### config.mk
export PLATFORM = sky130hd
export DESIGN_NAME = pinmux_top
export DESIGN_NICKNAME = d
export VERILOG_FILES = /design/src/pinmux_pkg.sv /design/src/pinmux_regs.sv /design/src/pad_out_mux.sv /design/src/pad_in_route.sv /design/src/pinmux_top.sv
export SDC_FILE = /design/constraint.sdc
export NUM_CORES = 1
export LEC_CHECK = 0
export BUFFER_PORTS_ARGS = -buffer_cell sky130_fd_sc_hd__buf_2
export CAP_MARGIN = 20
export CORE_MARGIN = 1
export CORE_UTILIZATION = 26
export CTS_BUF_LIST = sky130_fd_sc_hd__clkbuf_4
export CTS_CLUSTER_DIAMETER = 30
export CTS_CLUSTER_SIZE = 25
export DETAILED_ROUTE_END_ITERATION = 16
export PLACE_DENSITY = 0.52
export SLEW_MARGIN = 20
export SYNTH_ARGS = -nofsm -noshare
export SYNTH_HDL_FRONTEND = slang
export SYNTH_SLANG_ARGS = --single-unit
### constraint.sdc
create_clock -name app_clk_i -period 3 [get_ports app_clk_i]
set_clock_uncertainty 0.2 [all_clocks]
set_input_delay 0.45 -clock app_clk_i [delete_from_list [all_inputs] [get_ports app_clk_i]]
set_output_delay 0.45 -clock app_clk_i [all_outputs]
set_load 0.1 [all_outputs]
### src/pinmux_pkg.sv
// ------------------------------------------------
// Shared types for the 32-pad GPIO pin multiplexer
// Pad k is port bit k; only pads 0-31 exist
// ------------------------------------------------
package pinmux_pkg;

  // ------------------------------------------------
  // Sizes
  // ------------------------------------------------
  localparam int PORT_W   = 8;
  // Four ports, A to D
  localparam int NUM_PADS = 4 * PORT_W;
  localparam int APB_AW   = 4;
  localparam int APB_DW   = 32;
  localparam int NUM_PWM  = 6;
  localparam int NUM_CS   = 4;
  localparam int NUM_UART = 2;
  localparam int NUM_INT  = 2;

  // Alternate-function pads, port D
  localparam int PAD_RXD0      = 24;
  localparam int PAD_TXD0      = 25;
  localparam int PAD_RXD1_INT0 = 26;
  localparam int PAD_PWM0_INT1 = 27;
  localparam int PAD_TXD1      = 28;
  localparam int PAD_PWM1_CS3  = 29;
  localparam int PAD_PWM2_CS2  = 30;
  // Alternate-function pads, port B
  localparam int PAD_PWM3_CS1  = 9;
  localparam int PAD_PWM4_CS0  = 10;
  localparam int PAD_PWM5      = 11;

  // Register byte offsets
  typedef enum logic [APB_AW-1:0] {
    REG_GPIO_DIR = 4'h0,
    REG_GPIO_OUT = 4'h4,
    REG_FUNC_SEL = 4'h8,
    REG_GPIO_IN  = 4'hc
  } reg_addr_e;

  // ------------------------------------------------
  // Bundles
  // ------------------------------------------------
  // FUNC_SEL[13:0], msb field first
  typedef struct packed {
    logic [NUM_CS-1:0]   cs_enb;
    logic [NUM_UART-1:0] uart_enb;
    logic [NUM_INT-1:0]  int_enb;
    logic [NUM_PWM-1:0]  pwm_enb;
  } func_sel_t;

  typedef struct packed {
    logic [NUM_PADS-1:0] gpio_dir;
    logic [NUM_PADS-1:0] gpio_out;
    func_sel_t           func;
  } pin_cfg_t;

  // oen of 1 leaves the pad as an input
  typedef struct packed {
    logic [NUM_PADS-1:0] pad_out;
    logic [NUM_PADS-1:0] pad_oen;
  } pad_bus_t;

  // Peripheral outputs toward the pads
  typedef struct packed {
    logic [NUM_UART-1:0] uart_txd;
    logic [NUM_PWM-1:0]  pwm_wfm;
    logic [NUM_CS-1:0]   spim_ssn;
  } periph_out_t;

  // Pad inputs toward the peripherals
  typedef struct packed {
    logic [NUM_UART-1:0] uart_rxd;
    logic [NUM_INT-1:0]  ext_intr;
  } periph_in_t;

  typedef struct packed {
    logic              psel;
    logic              penable;
    logic              pwrite;
    logic [APB_AW-1:0] paddr;
    logic [APB_DW-1:0] pwdata;
  } apb_req_t;

  typedef struct packed {
    logic [APB_DW-1:0] prdata;
    logic              pready;
    logic              pslverr;
  } apb_rsp_t;

endpackage

### src/pinmux_regs.sv
// ------------------------------------------------
// APB slave, no wait states; writes land at the
// access-phase edge. FUNC_SEL keeps bits 13:0 only
// ------------------------------------------------
module pinmux_regs import pinmux_pkg::*; (
  input  logic                app_clk_i,
  input  logic                reset_i,
  input  apb_req_t            apb_req_i,
  output apb_rsp_t            apb_rsp_o,
  input  logic [NUM_PADS-1:0] pad_gpio_in_i,
  output pin_cfg_t            cfg_o
);

  // ------------------------------------------------
  // Decode
  // ------------------------------------------------
  reg_addr_e         addr;
  logic              access;
  logic              addr_hit;
  logic              ro_write;
  logic              wr_en;
  logic [APB_DW-1:0] rd_data;

  // Stored configuration
  pin_cfg_t cfg_q;

  assign addr   = reg_addr_e'(apb_req_i.paddr);
  // Second cycle of the transfer
  assign access = apb_req_i.psel & apb_req_i.penable;

  always_comb begin
    addr_hit = 1'b1;
    rd_data  = '0;
    case (addr)
      REG_GPIO_DIR: rd_data = cfg_q.gpio_dir;
      REG_GPIO_OUT: rd_data = cfg_q.gpio_out;
      // Upper bits zero filled
      REG_FUNC_SEL: rd_data = APB_DW'(cfg_q.func);
      REG_GPIO_IN:  rd_data = pad_gpio_in_i;
      default: begin
        addr_hit = 1'b0;
      end
    endcase
  end

  // Input readback is read only
  assign ro_write = apb_req_i.pwrite & (addr == REG_GPIO_IN);

  // Only legal writes touch the registers
  assign wr_en = access & apb_req_i.pwrite & addr_hit & ~ro_write;

  // ------------------------------------------------
  // Registers
  // ------------------------------------------------
  always_ff @(posedge app_clk_i) begin
    if (reset_i) begin
      cfg_q <= '0;
    end else if (wr_en) begin
      case (addr)
        REG_GPIO_DIR: cfg_q.gpio_dir <= apb_req_i.pwdata;
        REG_GPIO_OUT: cfg_q.gpio_out <= apb_req_i.pwdata;
        // Drop the unused upper bits
        REG_FUNC_SEL: cfg_q.func <= func_sel_t'(apb_req_i.pwdata[$bits(func_sel_t)-1:0]);
        default: begin
          cfg_q <= cfg_q;
        end
      endcase
    end
  end

  // ------------------------------------------------
  // Response
  // ------------------------------------------------
  // Always ready in the access phase
  assign apb_rsp_o.pready  = access;

  // Bad address or write to GPIO_IN
  assign apb_rsp_o.pslverr = access & (~addr_hit | ro_write);

  // Read data only shown while the slave is selected
  assign apb_rsp_o.prdata  = apb_req_i.psel ? rd_data : '0;

  assign cfg_o = cfg_q;

endmodule

### src/pad_out_mux.sv
// ------------------------------------------------
// Combinational pad driver, no registers
// Priority: PWM, SPI CS, UART, interrupt, GPIO
// ------------------------------------------------
module pad_out_mux import pinmux_pkg::*; (
  input  pin_cfg_t    cfg_i,
  input  periph_out_t periph_i,
  output pad_bus_t    pads_o
);

  func_sel_t fs;

  assign fs = cfg_i.func;

  always_comb begin
    // ------------------------------------------------
    // Plain GPIO, lowest priority
    // ------------------------------------------------
    for (int k = 0; k < NUM_PADS; k++) begin
      pads_o.pad_oen[k] = ~cfg_i.gpio_dir[k];
      pads_o.pad_out[k] = cfg_i.gpio_dir[k] & cfg_i.gpio_out[k];
    end

    // ------------------------------------------------
    // Port D alternate functions
    // ------------------------------------------------
    // UART0 receive takes the pad as input
    if (fs.uart_enb[0]) begin
      pads_o.pad_oen[PAD_RXD0] = 1'b1;
      pads_o.pad_out[PAD_RXD0] = 1'b0;
    end

    // UART0 transmit
    if (fs.uart_enb[0]) begin
      pads_o.pad_oen[PAD_TXD0] = 1'b0;
      pads_o.pad_out[PAD_TXD0] = periph_i.uart_txd[0];
    end

    // RXD1 or INT0, both inputs
    if (fs.uart_enb[1] || fs.int_enb[0]) begin
      pads_o.pad_oen[PAD_RXD1_INT0] = 1'b1;
      pads_o.pad_out[PAD_RXD1_INT0] = 1'b0;
    end

    // PWM0 wins over INT1
    if (fs.pwm_enb[0]) begin
      pads_o.pad_oen[PAD_PWM0_INT1] = 1'b0;
      pads_o.pad_out[PAD_PWM0_INT1] = periph_i.pwm_wfm[0];
    end else if (fs.int_enb[1]) begin
      pads_o.pad_oen[PAD_PWM0_INT1] = 1'b1;
      pads_o.pad_out[PAD_PWM0_INT1] = 1'b0;
    end

    // UART1 transmit
    if (fs.uart_enb[1]) begin
      pads_o.pad_oen[PAD_TXD1] = 1'b0;
      pads_o.pad_out[PAD_TXD1] = periph_i.uart_txd[1];
    end

    // Shared PWM and chip select, PWM first
    if (fs.pwm_enb[1] || fs.cs_enb[3]) begin
      pads_o.pad_oen[PAD_PWM1_CS3] = 1'b0;
      pads_o.pad_out[PAD_PWM1_CS3] = fs.pwm_enb[1] ? periph_i.pwm_wfm[1] : periph_i.spim_ssn[3];
    end

    if (fs.pwm_enb[2] || fs.cs_enb[2]) begin
      pads_o.pad_oen[PAD_PWM2_CS2] = 1'b0;
      pads_o.pad_out[PAD_PWM2_CS2] = fs.pwm_enb[2] ? periph_i.pwm_wfm[2] : periph_i.spim_ssn[2];
    end

    // ------------------------------------------------
    // Port B alternate functions
    // ------------------------------------------------
    if (fs.pwm_enb[3] || fs.cs_enb[1]) begin
      pads_o.pad_oen[PAD_PWM3_CS1] = 1'b0;
      pads_o.pad_out[PAD_PWM3_CS1] = fs.pwm_enb[3] ? periph_i.pwm_wfm[3] : periph_i.spim_ssn[1];
    end

    if (fs.pwm_enb[4] || fs.cs_enb[0]) begin
      pads_o.pad_oen[PAD_PWM4_CS0] = 1'b0;
      pads_o.pad_out[PAD_PWM4_CS0] = fs.pwm_enb[4] ? periph_i.pwm_wfm[4] : periph_i.spim_ssn[0];
    end

    // PWM5 only
    if (fs.pwm_enb[5]) begin
      pads_o.pad_oen[PAD_PWM5] = 1'b0;
      pads_o.pad_out[PAD_PWM5] = periph_i.pwm_wfm[5];
    end
  end

endmodule

### src/pad_in_route.sv
// ------------------------------------------------
// Pad inputs reach peripherals after two edges
// Disabled UART inputs idle high, interrupts low
// ------------------------------------------------
module pad_in_route import pinmux_pkg::*; (
  input  logic                app_clk_i,
  input  logic                reset_i,
  input  logic [NUM_PADS-1:0] pad_in_i,
  input  pin_cfg_t            cfg_i,
  output logic [NUM_PADS-1:0] pad_gpio_in_o,
  output periph_in_t          periph_o
);

  // ------------------------------------------------
  // Two-flop synchronizer
  // ------------------------------------------------
  logic [NUM_PADS-1:0] meta_q;
  logic [NUM_PADS-1:0] sync_q;
  func_sel_t           fs;

  always_ff @(posedge app_clk_i) begin
    if (reset_i) begin
      meta_q <= '0;
      sync_q <= '0;
    end else begin
      meta_q <= pad_in_i;
      sync_q <= meta_q;
    end
  end

  // All pads readable regardless of function
  assign pad_gpio_in_o = sync_q;

  // ------------------------------------------------
  // Peripheral routing
  // ------------------------------------------------
  assign fs = cfg_i.func;

  // UART receive lines
  assign periph_o.uart_rxd[0] = fs.uart_enb[0] ? sync_q[PAD_RXD0] : 1'b1;
  assign periph_o.uart_rxd[1] = fs.uart_enb[1] ? sync_q[PAD_RXD1_INT0] : 1'b1;

  // INT0 loses its pad to RXD1
  assign periph_o.ext_intr[0] = fs.int_enb[0] & ~fs.uart_enb[1] & sync_q[PAD_RXD1_INT0];

  // Level interrupt, even while PWM0 drives the pad
  assign periph_o.ext_intr[1] = fs.int_enb[1] & sync_q[PAD_PWM0_INT1];

endmodule

### src/pinmux_top.sv
// ------------------------------------------------
// Pin mux top; config one edge, inputs two edges
// ------------------------------------------------
module pinmux_top import pinmux_pkg::*; (
  input  logic                app_clk_i,
  input  logic                reset_i,
  input  apb_req_t            apb_req_i,
  output apb_rsp_t            apb_rsp_o,
  input  periph_out_t         periph_i,
  output periph_in_t          periph_o,
  input  logic [NUM_PADS-1:0] pad_in_i,
  output pad_bus_t            pads_o
);

  pin_cfg_t            cfg;
  logic [NUM_PADS-1:0] pad_gpio_in;

  // Config registers and APB
  pinmux_regs u_regs (
    .app_clk_i     (app_clk_i),
    .reset_i       (reset_i),
    .apb_req_i     (apb_req_i),
    .apb_rsp_o     (apb_rsp_o),
    .pad_gpio_in_i (pad_gpio_in),
    .cfg_o         (cfg)
  );

  // Output side
  pad_out_mux u_out_mux (
    .cfg_i    (cfg),
    .periph_i (periph_i),
    .pads_o   (pads_o)
  );

  // Input side
  pad_in_route u_in_route (
    .app_clk_i     (app_clk_i),
    .reset_i       (reset_i),
    .pad_in_i      (pad_in_i),
    .cfg_i         (cfg),
    .pad_gpio_in_o (pad_gpio_in),
    .periph_o      (periph_o)
  );

endmodule

# Word-level counts from Yosys, hierarchy flattened
# Cells that the tools add are included.
# classes
eq_ne	3
muxes	31
bitwise	77
reduce_logical	10
# ops
op	n
case mux 32 bit (4 select lines)	1
AND 1 bit	41
inverter 1 bit	35
two-way mux 32 bit	1
two-way mux 1 bit	29
== test 4 bit, second input constant	2
AND reduction 2 bit	3
logical OR 1 bit	5
== test 4 x 3 -> 1 bit, second input constant	1
logical NOT 4 bit	1
OR reduction 4 bit	1
bitwise OR 1 bit	1
# word_totals
ff_bits	142
output_inout_bits	102

# Longest topological paths before layout
# Gate-level depths: netlist (run 1).
# depth
ltp_word	6
depth_mapped	6

# Hierarchy
# A second synthesis (run 1) with hierarchy kept.
# unflattened
hier_cells	707
area_unflattened_um2	6426.2
# by_module_without_submodules
mod	instances	cells_each	area_per_inst_um2	seq_area_each_um2
pinmux_regs	1	481	4036.4	1561.5
pad_in_route	1	139	1945.6	1281.2
pad_out_mux	1	87	444.2	0.0

# Worst setup path after synthesis (run 1)
# Ideal clock, no wire load.
# synth_path
path_type	register to output
from	register u_regs.cfg_q, in the netlist u_regs.cfg_o[7]
to	output port pads_o[59] (netlist bit)
t_arrival_ns	2.941
required_time_ns	2.350
path_slack_ns	-0.591
path_stages_with_launch	4
cell_sequence	dfxtp_1 -> inv_1 -> a21oi_1 -> nor2_1
# synth_rtl
element	line	source
start, declared	pinmux_regs.sv:25	pin_cfg_t cfg_q;
start signal, assigned	pinmux_regs.sv:65	cfg_q <= cfg_q;
end, declared	pinmux_top.sv:12	output pad_bus_t pads_o

==> results by group, run 1 <==
Timing
  • Tmin final: ~2.6 ns
  • Relative slew slack: 40.0%
  • Final count of negative-setup-slack endpoints: 0
  • Fin crit share: 85.2%
  • RSZ-0062 raised after global routing: false
  • Worst hold slack: 0.0717 ns
  • Least-Margin Pin Slew: 0.900 ns
  • Fin Setup TNS: 0 ns
  • Final Hold Viols: 0
  • Slew Limit Fails: 0
  • Maximum clock rate: between 300 and 400 MHz
  • PnR worst setup slack: 0.444 ns

Status
  • Outcome: complete, no violations

Setup path
  • Worst Path Buf+Inv: 1
  • Crit path cell chain: mux2i_1 > or2_2 > a21oi_2 > buf_12
  • WP data required: 2.35 ns
  • CP max-delay cell: dfxtp_1
  • FF-to-FF setup slack: between 1.5 and 2 ns
  • Critical path's top delay family: flip-flops
  • RR Startpoint: u_regs.cfg_o[8]
  • Max incr delay on CP: 0.51 ns
  • Kind of critical path: reg -> out
  • Worst Path Arrival: between 1.5 and 2 ns
  • CP max FO: 4
  • Endpoint class of the critical path: output port
  • Startpoint Class: flip-flop
  • Crit path from: u_regs.cfg_o[76]

Floorplanning
  • Initial core utilization: 26.8%
  • Num rows: 56
  • Die Height: approximately 160 um
  • Core Area: between 20000 and 25000 um2
  • Die width: 158 um
  • Die area: 25100 um2
  • Ports: 187

Power and ir drop
  • Pleak: 3.70 nW
  • Peak VDD IR: 203 uV
  • Power density over the cells: 390 nW/um2

Placement
  • IO buf count: 186
  • Post-place setup slack: 0.497 ns
  • Placer Congestion: 0.804
  • Placed Area: 8250 um2
  • Detailed placement HPWL: around 15000 um

Clock tree
  • CTS clk-pin slew, worst paths: roughly 0.12 ns
  • Clk buf depth: 2
  • CTS buffer count: 17
  • H-Tree Depth: 4
  • CTS tree: done
  • CTS root buffer: clkbuf_4
  • Clk sinks: 142
  • Clock Latency Late Sink: 0.54 ns

Synth
  • Syn Inst Count: between 600 and 700
  • Yosys top cell area share: 44.7%
  • Post-synth EDFFs: 0
  • Ys async rst share: 0%
  • Synth area leaders: dfxtp_1 (45%), mux2i_1 (15%), nor2b_1 (8.4%)
  • YS warnings: 0
  • List of most frequent post-synthesis cells: dfxtp_1 (142), mux2i_1 (93), nor2b_1 (85)
  • Cell area after synthesis: 6360 um2
  • Syn_nets: 784
  • Main synth FF type: dfxtp_1
  • Most frequent cell after synthesis: dfxtp_1
  • Yosys reg bits: between 100 and 150
  • Count of different cell masters after synthesis: 28
  • Leading area contributor after synthesis: dfxtp_1
  • Seq/Total Area, Yosys: between 40 and 50%
  • Synthesized area per cell: between 9 and 10 um2

Route
  • Initial DRT Pass Iterations: 5
  • Total number of vias: ~5.4k
  • Drt wl/cell: 16.2 um
  • Routed WL: 20500 um
  • Post-DRT Antenna Nets: 0
  • Drt first-iter violations: 270
  • DRC Markers: 0
  • Vias per Instance: 4.27

Finish
  • Share of cells above drive strength 1: 30.4%
  • Syn-to-layout area delta: 44.0%
  • Design area: 9160 um2
  • Layout Nets: 1018

GRT
  • Total track usage: 16.7%
  • Initial antenna violation count: 2
  • Vias in the first global route: between 5k and 6k
  • First-pass GRT wire length: about 31000 um
  • Gr ovfl total: 0
  • Largest net degree at the start of global routing: 75

Job
  • Max Cap Viol: 0

Worst hold path
  • Hold path start: apb_req_i[7]
  • Hold crit path type: in -> reg
==> through the flow <==
| stage | std cells | utilization (%) | power (mW) |
|---|---|---|---|
| after floorplan | 699 | - | 2.17 |
| after global placement | 1170 | 34.7 | 2.30 |
| after detailed placement | 1170 | 34.7 | 2.30 |
| after CTS | 1264 | 38.6 | 3.63 |
| after global routing | 1265 | 38.6 | 3.73 |
| final | 1265 | 38.6 | 3.57 |
==> routing by layer <==
metal	global-route usage, %	share of wire, %	routed length (um)
met1	21.6	47	9650
met2	27.1	47	9650
met3	3.51	3.4	695
met4	6.68	2.3	467
met5	0	0	0
==> cell families (layout without fill, tap and decap cells) <==
logic type	Yosys count	count (layout)	share of synthesized area (%)
mux	93	93	14.6
simple gates	291	291	26.8
compound gates	98	98	8.96
flops	142	142	44.7
buf+inv	75	321	4.93
other cells	0	1	0
==> flip-flops by register name (all words and copies together), names as in the netlist <==
name                      flops
u_regs.cfg_o                 78
u_in_route.meta_q            32
u_in_route.pad_gpio_in_o     32
==> cell usage in the layout, fill, tap and decap left out, types with 17 or more instances in the layout <==
cell / n
nand2b_1: 81
nor2b_1: 85
mux2i_1: 93
nand2_1: 31
and2_1: 24
inv_1: 25
dlygate4sd3_1: 63
or2_2: 19
buf_12: 36
clkbuf_4: 17
dfxtp_1: 142
o21ai_0: 42
buf_2: 152
==> path summary, 6_finish.rpt <==
check,end,cells after the start
worst max register to register,u_regs.cfg_o[8],2
worst max-delay path,apb_rsp_o[32],4
worst min-delay path,u_regs.cfg_o[21],3
worst min register to register,u_in_route.pad_gpio_in_o[9],1
==> tightest hold or removal path: stages <==
cell and delay (ns):
buf_2 0.10, nand2b_1 0.14, mux2i_1 0.09
==> power breakdown <==
| group | switching, mW | internal, mW |
|---|---|---|
| Sequential | 0.0142 | 1.93 |
| Clock | 0.698 | 0.557 |
| Combinational | 0.195 | 0.181 |
==> what timing repair did <==
item,4_1_cts,5_1_grt
hold endpoints to repair,96,0
hold buffers,63,0
resized for setup,0,0
setup buffers,0,0
==> area by class of cell <==
| type | instances | area, um2 |
|---|---|---|
| clock inverter | 14 | 151 |
| fill | 2430 | 14600 |
| timing repair buffer | 265 | 2220 |
| inverter | 25 | 93.8 |
| tap | 319 | 399 |
| sequential | 142 | 2840 |
| antenna | 1 | 2.50 |
| multi-input combinational | 482 | 3330 |
| clock buffer | 17 | 128 |
Note: power is estimated with default switching activity, not from simulation.
==> run 2, diff against run 1 <==
CORE_UTILIZATION = 58   (was 26)
PLACE_DENSITY = 0.94   (was 0.52)
SKIP_CTS_REPAIR_TIMING = 1   (was unset)
==> run 2 against run 1 <==
  * Critical path type is now in -> out
  * Clock-buffer cell count unchanged
  * Fmax down 6.8%
  * Clock power up 6%
==> results by group, run 2 (synthesis results as in run 1) <==
Timing
  • Fin crit share: roughly nine tenths
  • Tmin final: roughly 2.7 ns
  • Fin Setup TNS: 0 ns
  • RSZ-0062 raised after global routing: false
  • Final count of negative-setup-slack endpoints: 0
  • Maximum clock rate: 365 MHz
  • Slew Limit Fails: 0
  • Final Hold Viols: 0
  • Least-Margin Pin Slew: 0.916 ns
  • PnR worst setup slack: between 0.2 and 0.3 ns
  • Relative slew slack: 38.9%

Clock tree
  • CTS root buffer: clkbuf_4
  • Clock Latency Late Sink: 0.54 ns
  • Clk buf depth: 2
  • Clk sinks: 142
  • CTS buffer count: 17
  • CTS clk-pin slew, worst paths: 0.12 ns
  • H-Tree Depth: 4
  • CTS tree: done

Finish
  • Share of cells above drive strength 1: a little under a third
  • Layout Nets: 995
  • Utilization after layout: 83.5%
  • Most frequent cells in the layout: buf_2 (152), dfxtp_1 (142), mux2i_1 (93)
  • Syn-to-layout area delta: 37.3%
  • Commonest non-fill, non-tap cell in the layout: buf_2
  • Max reg flops: 78

Setup path
  • Crit path from: apb_req_i[35]
  • Startpoint Class: input pin
  • Reg-to-Reg End: u_regs.cfg_o[77]
  • Worst setup endpoint: apb_rsp_o[21]
  • Kind of critical path: in -> out
  • CP max FO: 18
  • Endpoint class of the critical path: output port
  • Worst Path Arrival: 2.09 ns
  • WP data required: 2.35 ns
  • RR Startpoint: u_regs.cfg_o[77]
  • FF-to-FF setup slack: roughly 1.9 ns
  • Worst reg2reg path depth: 3

Floorplanning
  • Ports: 187
  • Num rows: 37
  • Die Height: 107 um
  • Die area: around 11000 um2
  • Initial core utilization: 60.8%
  • Core Area: 10500 um2
  • Die width: between 100 and 150 um

Route
  • Routed WL: 19100 um
  • DRC Markers: 0
  • Total number of vias: between 5k and 6k
  • Vias per Instance: approximately 5.5
  • Drt wl/cell: 18.0 um
  • Post-DRT Antenna Nets: 0
  • Drt first-iter violations: 385
  • Initial DRT Pass Iterations: 5

Status
  • Outcome: complete, no violations

GRT
  • Gr ovfl total: 0
  • Initial antenna violation count: 1
  • Total track usage: between 30% and 40%
  • Largest net degree at the start of global routing: 51
  • First-pass GRT wire length: 27700 um
  • Vias in the first global route: 5322

Placement
  • Placer Congestion: 0.875
  • Detailed placement HPWL: 12400 um
  • IO buf count: 186
  • Post-place setup slack: 0.302 ns

Power and ir drop
  • Power density over the cells: 416 nW/um2
  • Peak VDD IR: roughly 370 uV
  • Pleak: 3.64 nW

Worst hold path
  • Hold crit path type: in -> reg

Job
  • Max Cap Viol: 0
## run 2: changes by cell type in the layout (fill, tap and decap cells not counted)
cell,change
buf_4,-1
clkinv_1,-2
clkinv_2,-3
clkinv_4,+3
clkinvlp_4,-4
diode_2,+1
dlygate4sd3_1,-22
inv_6,+5
inv_8,+1
## run 2: layer usage
layer / GRT usage (%) / up-vias / share of wire [%]
met5: 0 / - / 0
met4: 13.0 / 0 / 3.7
met3: 8.88 / 64 / 7.5
met2: 53.5 / 284 / 49
met1: 38.3 / 2751 / 39
li1: - / 2729 / -
## run 2: final cells by class
class	instances	area [um2]
multi-input combinational	482	3330
inverter	25	93.8
antenna	2	5.00
clock inverter	14	180
sequential	142	2840
clock buffer	17	128
fill	575	1730
timing repair buffer	242	1990
tap	136	170
## run 2: how the worst min path moves through the flow
stage                           from                      endpoint  cells after the start
3_3_place_gp    u_in_route.meta_q[0]   u_in_route.pad_gpio_in_o[0]                      1
6_report               apb_req_i[18]              u_regs.cfg_o[32]                      3
3_5_place_dp   u_in_route.meta_q[24]  u_in_route.pad_gpio_in_o[24]                      1
5_1_grt                apb_req_i[17]              u_regs.cfg_o[63]                      3
2_1_floorplan   u_in_route.meta_q[0]   u_in_route.pad_gpio_in_o[0]                      1
4_1_cts                  pad_in_i[4]          u_in_route.meta_q[4]                      2
## run 2: worst max-delay path: stages
cell and delay [ns]:
buf_2 0.32, and2_1 0.61, nand2_1 0.16, a21oi_1 0.32, buf_12 0.22
## run 2: stage by stage
stage               power, mW  instance area (um2)  hold WS (ns)  cells
floorplan                2.17                 6480         0.214    699
global placement         2.28                 8010         0.216    986
detailed placement       2.29                 8010         0.223    986
CTS                      3.58                 8320        -0.116   1017
global route             3.76                 8730      0.000298   1059
finish                   3.64                 8740        0.0133   1060
## run 2: power by group
group / total (mW) / internal [mW] / leakage (nW) / switching (mW)
clock: 1.34 / 0.592 / 0.167 / 0.743
combinational: 0.355 / 0.163 / 2.31 / 0.192
sequential: 1.95 / 1.93 / 1.16 / 0.0166
==> run 3, diff against run 2 <==
GPL_TIMING_DRIVEN = 0   (was unset)
==> run 3 against run 2 <==
  * First-iteration DRC count rose by 20%
  * Non-clock buffer count increased by 37
  * Sequential power hardly changed
  * Worst setup slack worse by 0.20 ns
  * Utilization shrank 3.7 points
  * Via count grew 3.2%
  * Global-route usage is 0.27 points higher
==> results by group, run 3 (synthesis results as in run 1) <==
Status
  • Outcome: complete, no violations

Route
  • Total number of vias: 6013
  • Drt wl/cell: 17.4 um
  • Vias per Instance: 5.48
  • Routed WL: ~19000 um
  • Initial DRT Pass Iterations: 6
  • Post-DRT Antenna Nets: 0
  • Drt first-iter violations: 462
  • DRC Markers: 0

Clock tree
  • CTS tree: done
  • CTS root buffer: clkbuf_4
  • CTS clk-pin slew, worst paths: 0.15 ns
  • H-Tree Depth: 4
  • CTS buffer count: 17
  • Clk buf depth: 2
  • Clock Latency Late Sink: 0.53 ns
  • Clk sinks: 142

Worst hold path
  • Hold crit path type: in -> reg
  • Hold Path Depth: 3
  • WHS Endpoint: u_regs.cfg_o[6]
  • Hold path start: apb_req_i[6]

Floorplanning
  • Num rows: 37
  • Ports: approximately 190
  • Die Height: 107 um
  • Initial core utilization: 60.8%
  • Die width: 107 um
  • Die area: 11400 um2
  • Core Area: 10500 um2

Timing
  • Least-Margin Pin Slew: between 0.8 and 0.9 ns
  • Final count of negative-setup-slack endpoints: 0
  • Slew Limit Fails: 0
  • PnR worst setup slack: ~0.060 ns
  • Maximum clock rate: 340 MHz
  • RSZ-0062 raised after global routing: false
  • Fin crit share: a little under 100%
  • Relative slew slack: between 40 and 50%
  • Tmin final: 2.94 ns
  • Final Hold Viols: 0

Power and ir drop
  • Pleak: 3.53 nW
  • Peak VDD IR: 267 uV
  • Power density over the cells: 418 nW/um2

Setup path
  • WP data required: 2.35 ns
  • Startpoint Class: input pin
  • CP max FO: 10
  • Worst Path Arrival: 2.29 ns
  • Kind of critical path: in -> out
  • Reg-to-Reg End: u_regs.cfg_o[8]
  • Worst reg2reg path depth: 2
  • FF-to-FF setup slack: ~1.9 ns
  • RR Startpoint: u_regs.cfg_o[8]
  • Endpoint class of the critical path: output port

GRT
  • First-pass GRT wire length: 27700 um
  • Initial antenna violation count: 1
  • Vias in the first global route: 5489
  • Largest net degree at the start of global routing: 17
  • Gr ovfl total: 0
  • Total track usage: ~32%

Finish
  • Layout Nets: 1032
  • Commonest non-fill, non-tap cell in the layout: buf_2
  • Max reg flops: 78
  • Share of cells above drive strength 1: between 20 and 30%
  • Post-Layout Cell Count: 1097
  • Syn-to-layout area delta: 31.2%
  • Design area: between 8000 and 9000 um2
  • Most frequent cells in the layout: buf_2 (171), dfxtp_1 (142), mux2i_1 (93)

Placement
  • Placer Congestion: 0.891
  • Post-place setup slack: -0.0886 ns
  • Detailed placement HPWL: 13200 um
  • IO buf count: about 190
  • Inst Count DP: 1020
  • Placed Area: 7580 um2

Job
  • Max Cap Viol: 0
[run 3: cell count changes in the layout (fill, tap and decap cells not counted), moves of 8 or more]
cell,change
clkbuf_4,+19
clkbuf_1,+36
buf_4,-8
buf_2,+19
buf_12,-36
[run 3: worst max path at each step]
stage	from	endpoint	slack [ns]
global route	apb_req_i[34]	apb_rsp_o[14]	0.006
floorplan	apb_req_i[34]	apb_rsp_o[20]	-0.16
detailed placement	apb_req_i[34]	apb_rsp_o[15]	-0.09
finish	apb_req_i[34]	apb_rsp_o[26]	0.06
global placement	apb_req_i[34]	apb_rsp_o[15]	-0.11
CTS	apb_req_i[34]	apb_rsp_o[15]	-0.1
[run 3: final cells by class]
cell class	instances	area, um2
Inverter	25	93.8
Buffer	50	221
Sequential cell	142	2840
Clock inverter	15	146
Antenna cell	1	2.50
Clock buffer	17	128
Timing Repair Buffer	229	1420
Multi-Input combinational cell	482	3330
Tap cell	136	170
Fill cell	659	2110
[run 3: per-layer routing]
metal | track usage (%) | share of wire [%] | vias to the layer above
li1 | - | - | 2798
met3 | 8.02 | 9.5 | 56
met2 | 49.5 | 47 | 354
met4 | 13.7 | 3.4 | 0
met1 | 42.7 | 40 | 2805
met5 | 0 | 0 | -
[run 3: where the power goes]
group / internal (mW) / switching, mW / total (mW)
clock network: 0.374 / 0.809 / 1.18
registers: 1.93 / 0.0155 / 1.95
logic: 0.158 / 0.205 / 0.362
[run 3: metrics by stage]
stage / power (mW) / hold slack (ns) / setup TNS [ns] / util, %
global placement: 2.29 / 0.216 / -0.653 / 72.4
finish: 3.49 / 0.0182 / 0 / 79.8
CTS: 3.43 / -0.114 / -0.523 / 75.1
detailed placement: 2.29 / 0.222 / -0.448 / 72.4
global route: 3.62 / 0.00766 / 0 / 79.8
floorplan: 2.17 / 0.214 / -0.632 / -
[run 3: critical path, cell delays in order]
cell     delay [ns]
buf_2          0.13
buf_2          0.31
buf_2          0.38
mux2i_1        0.15
or2_2          0.30
a21oi_2        0.12
buf_2          0.45
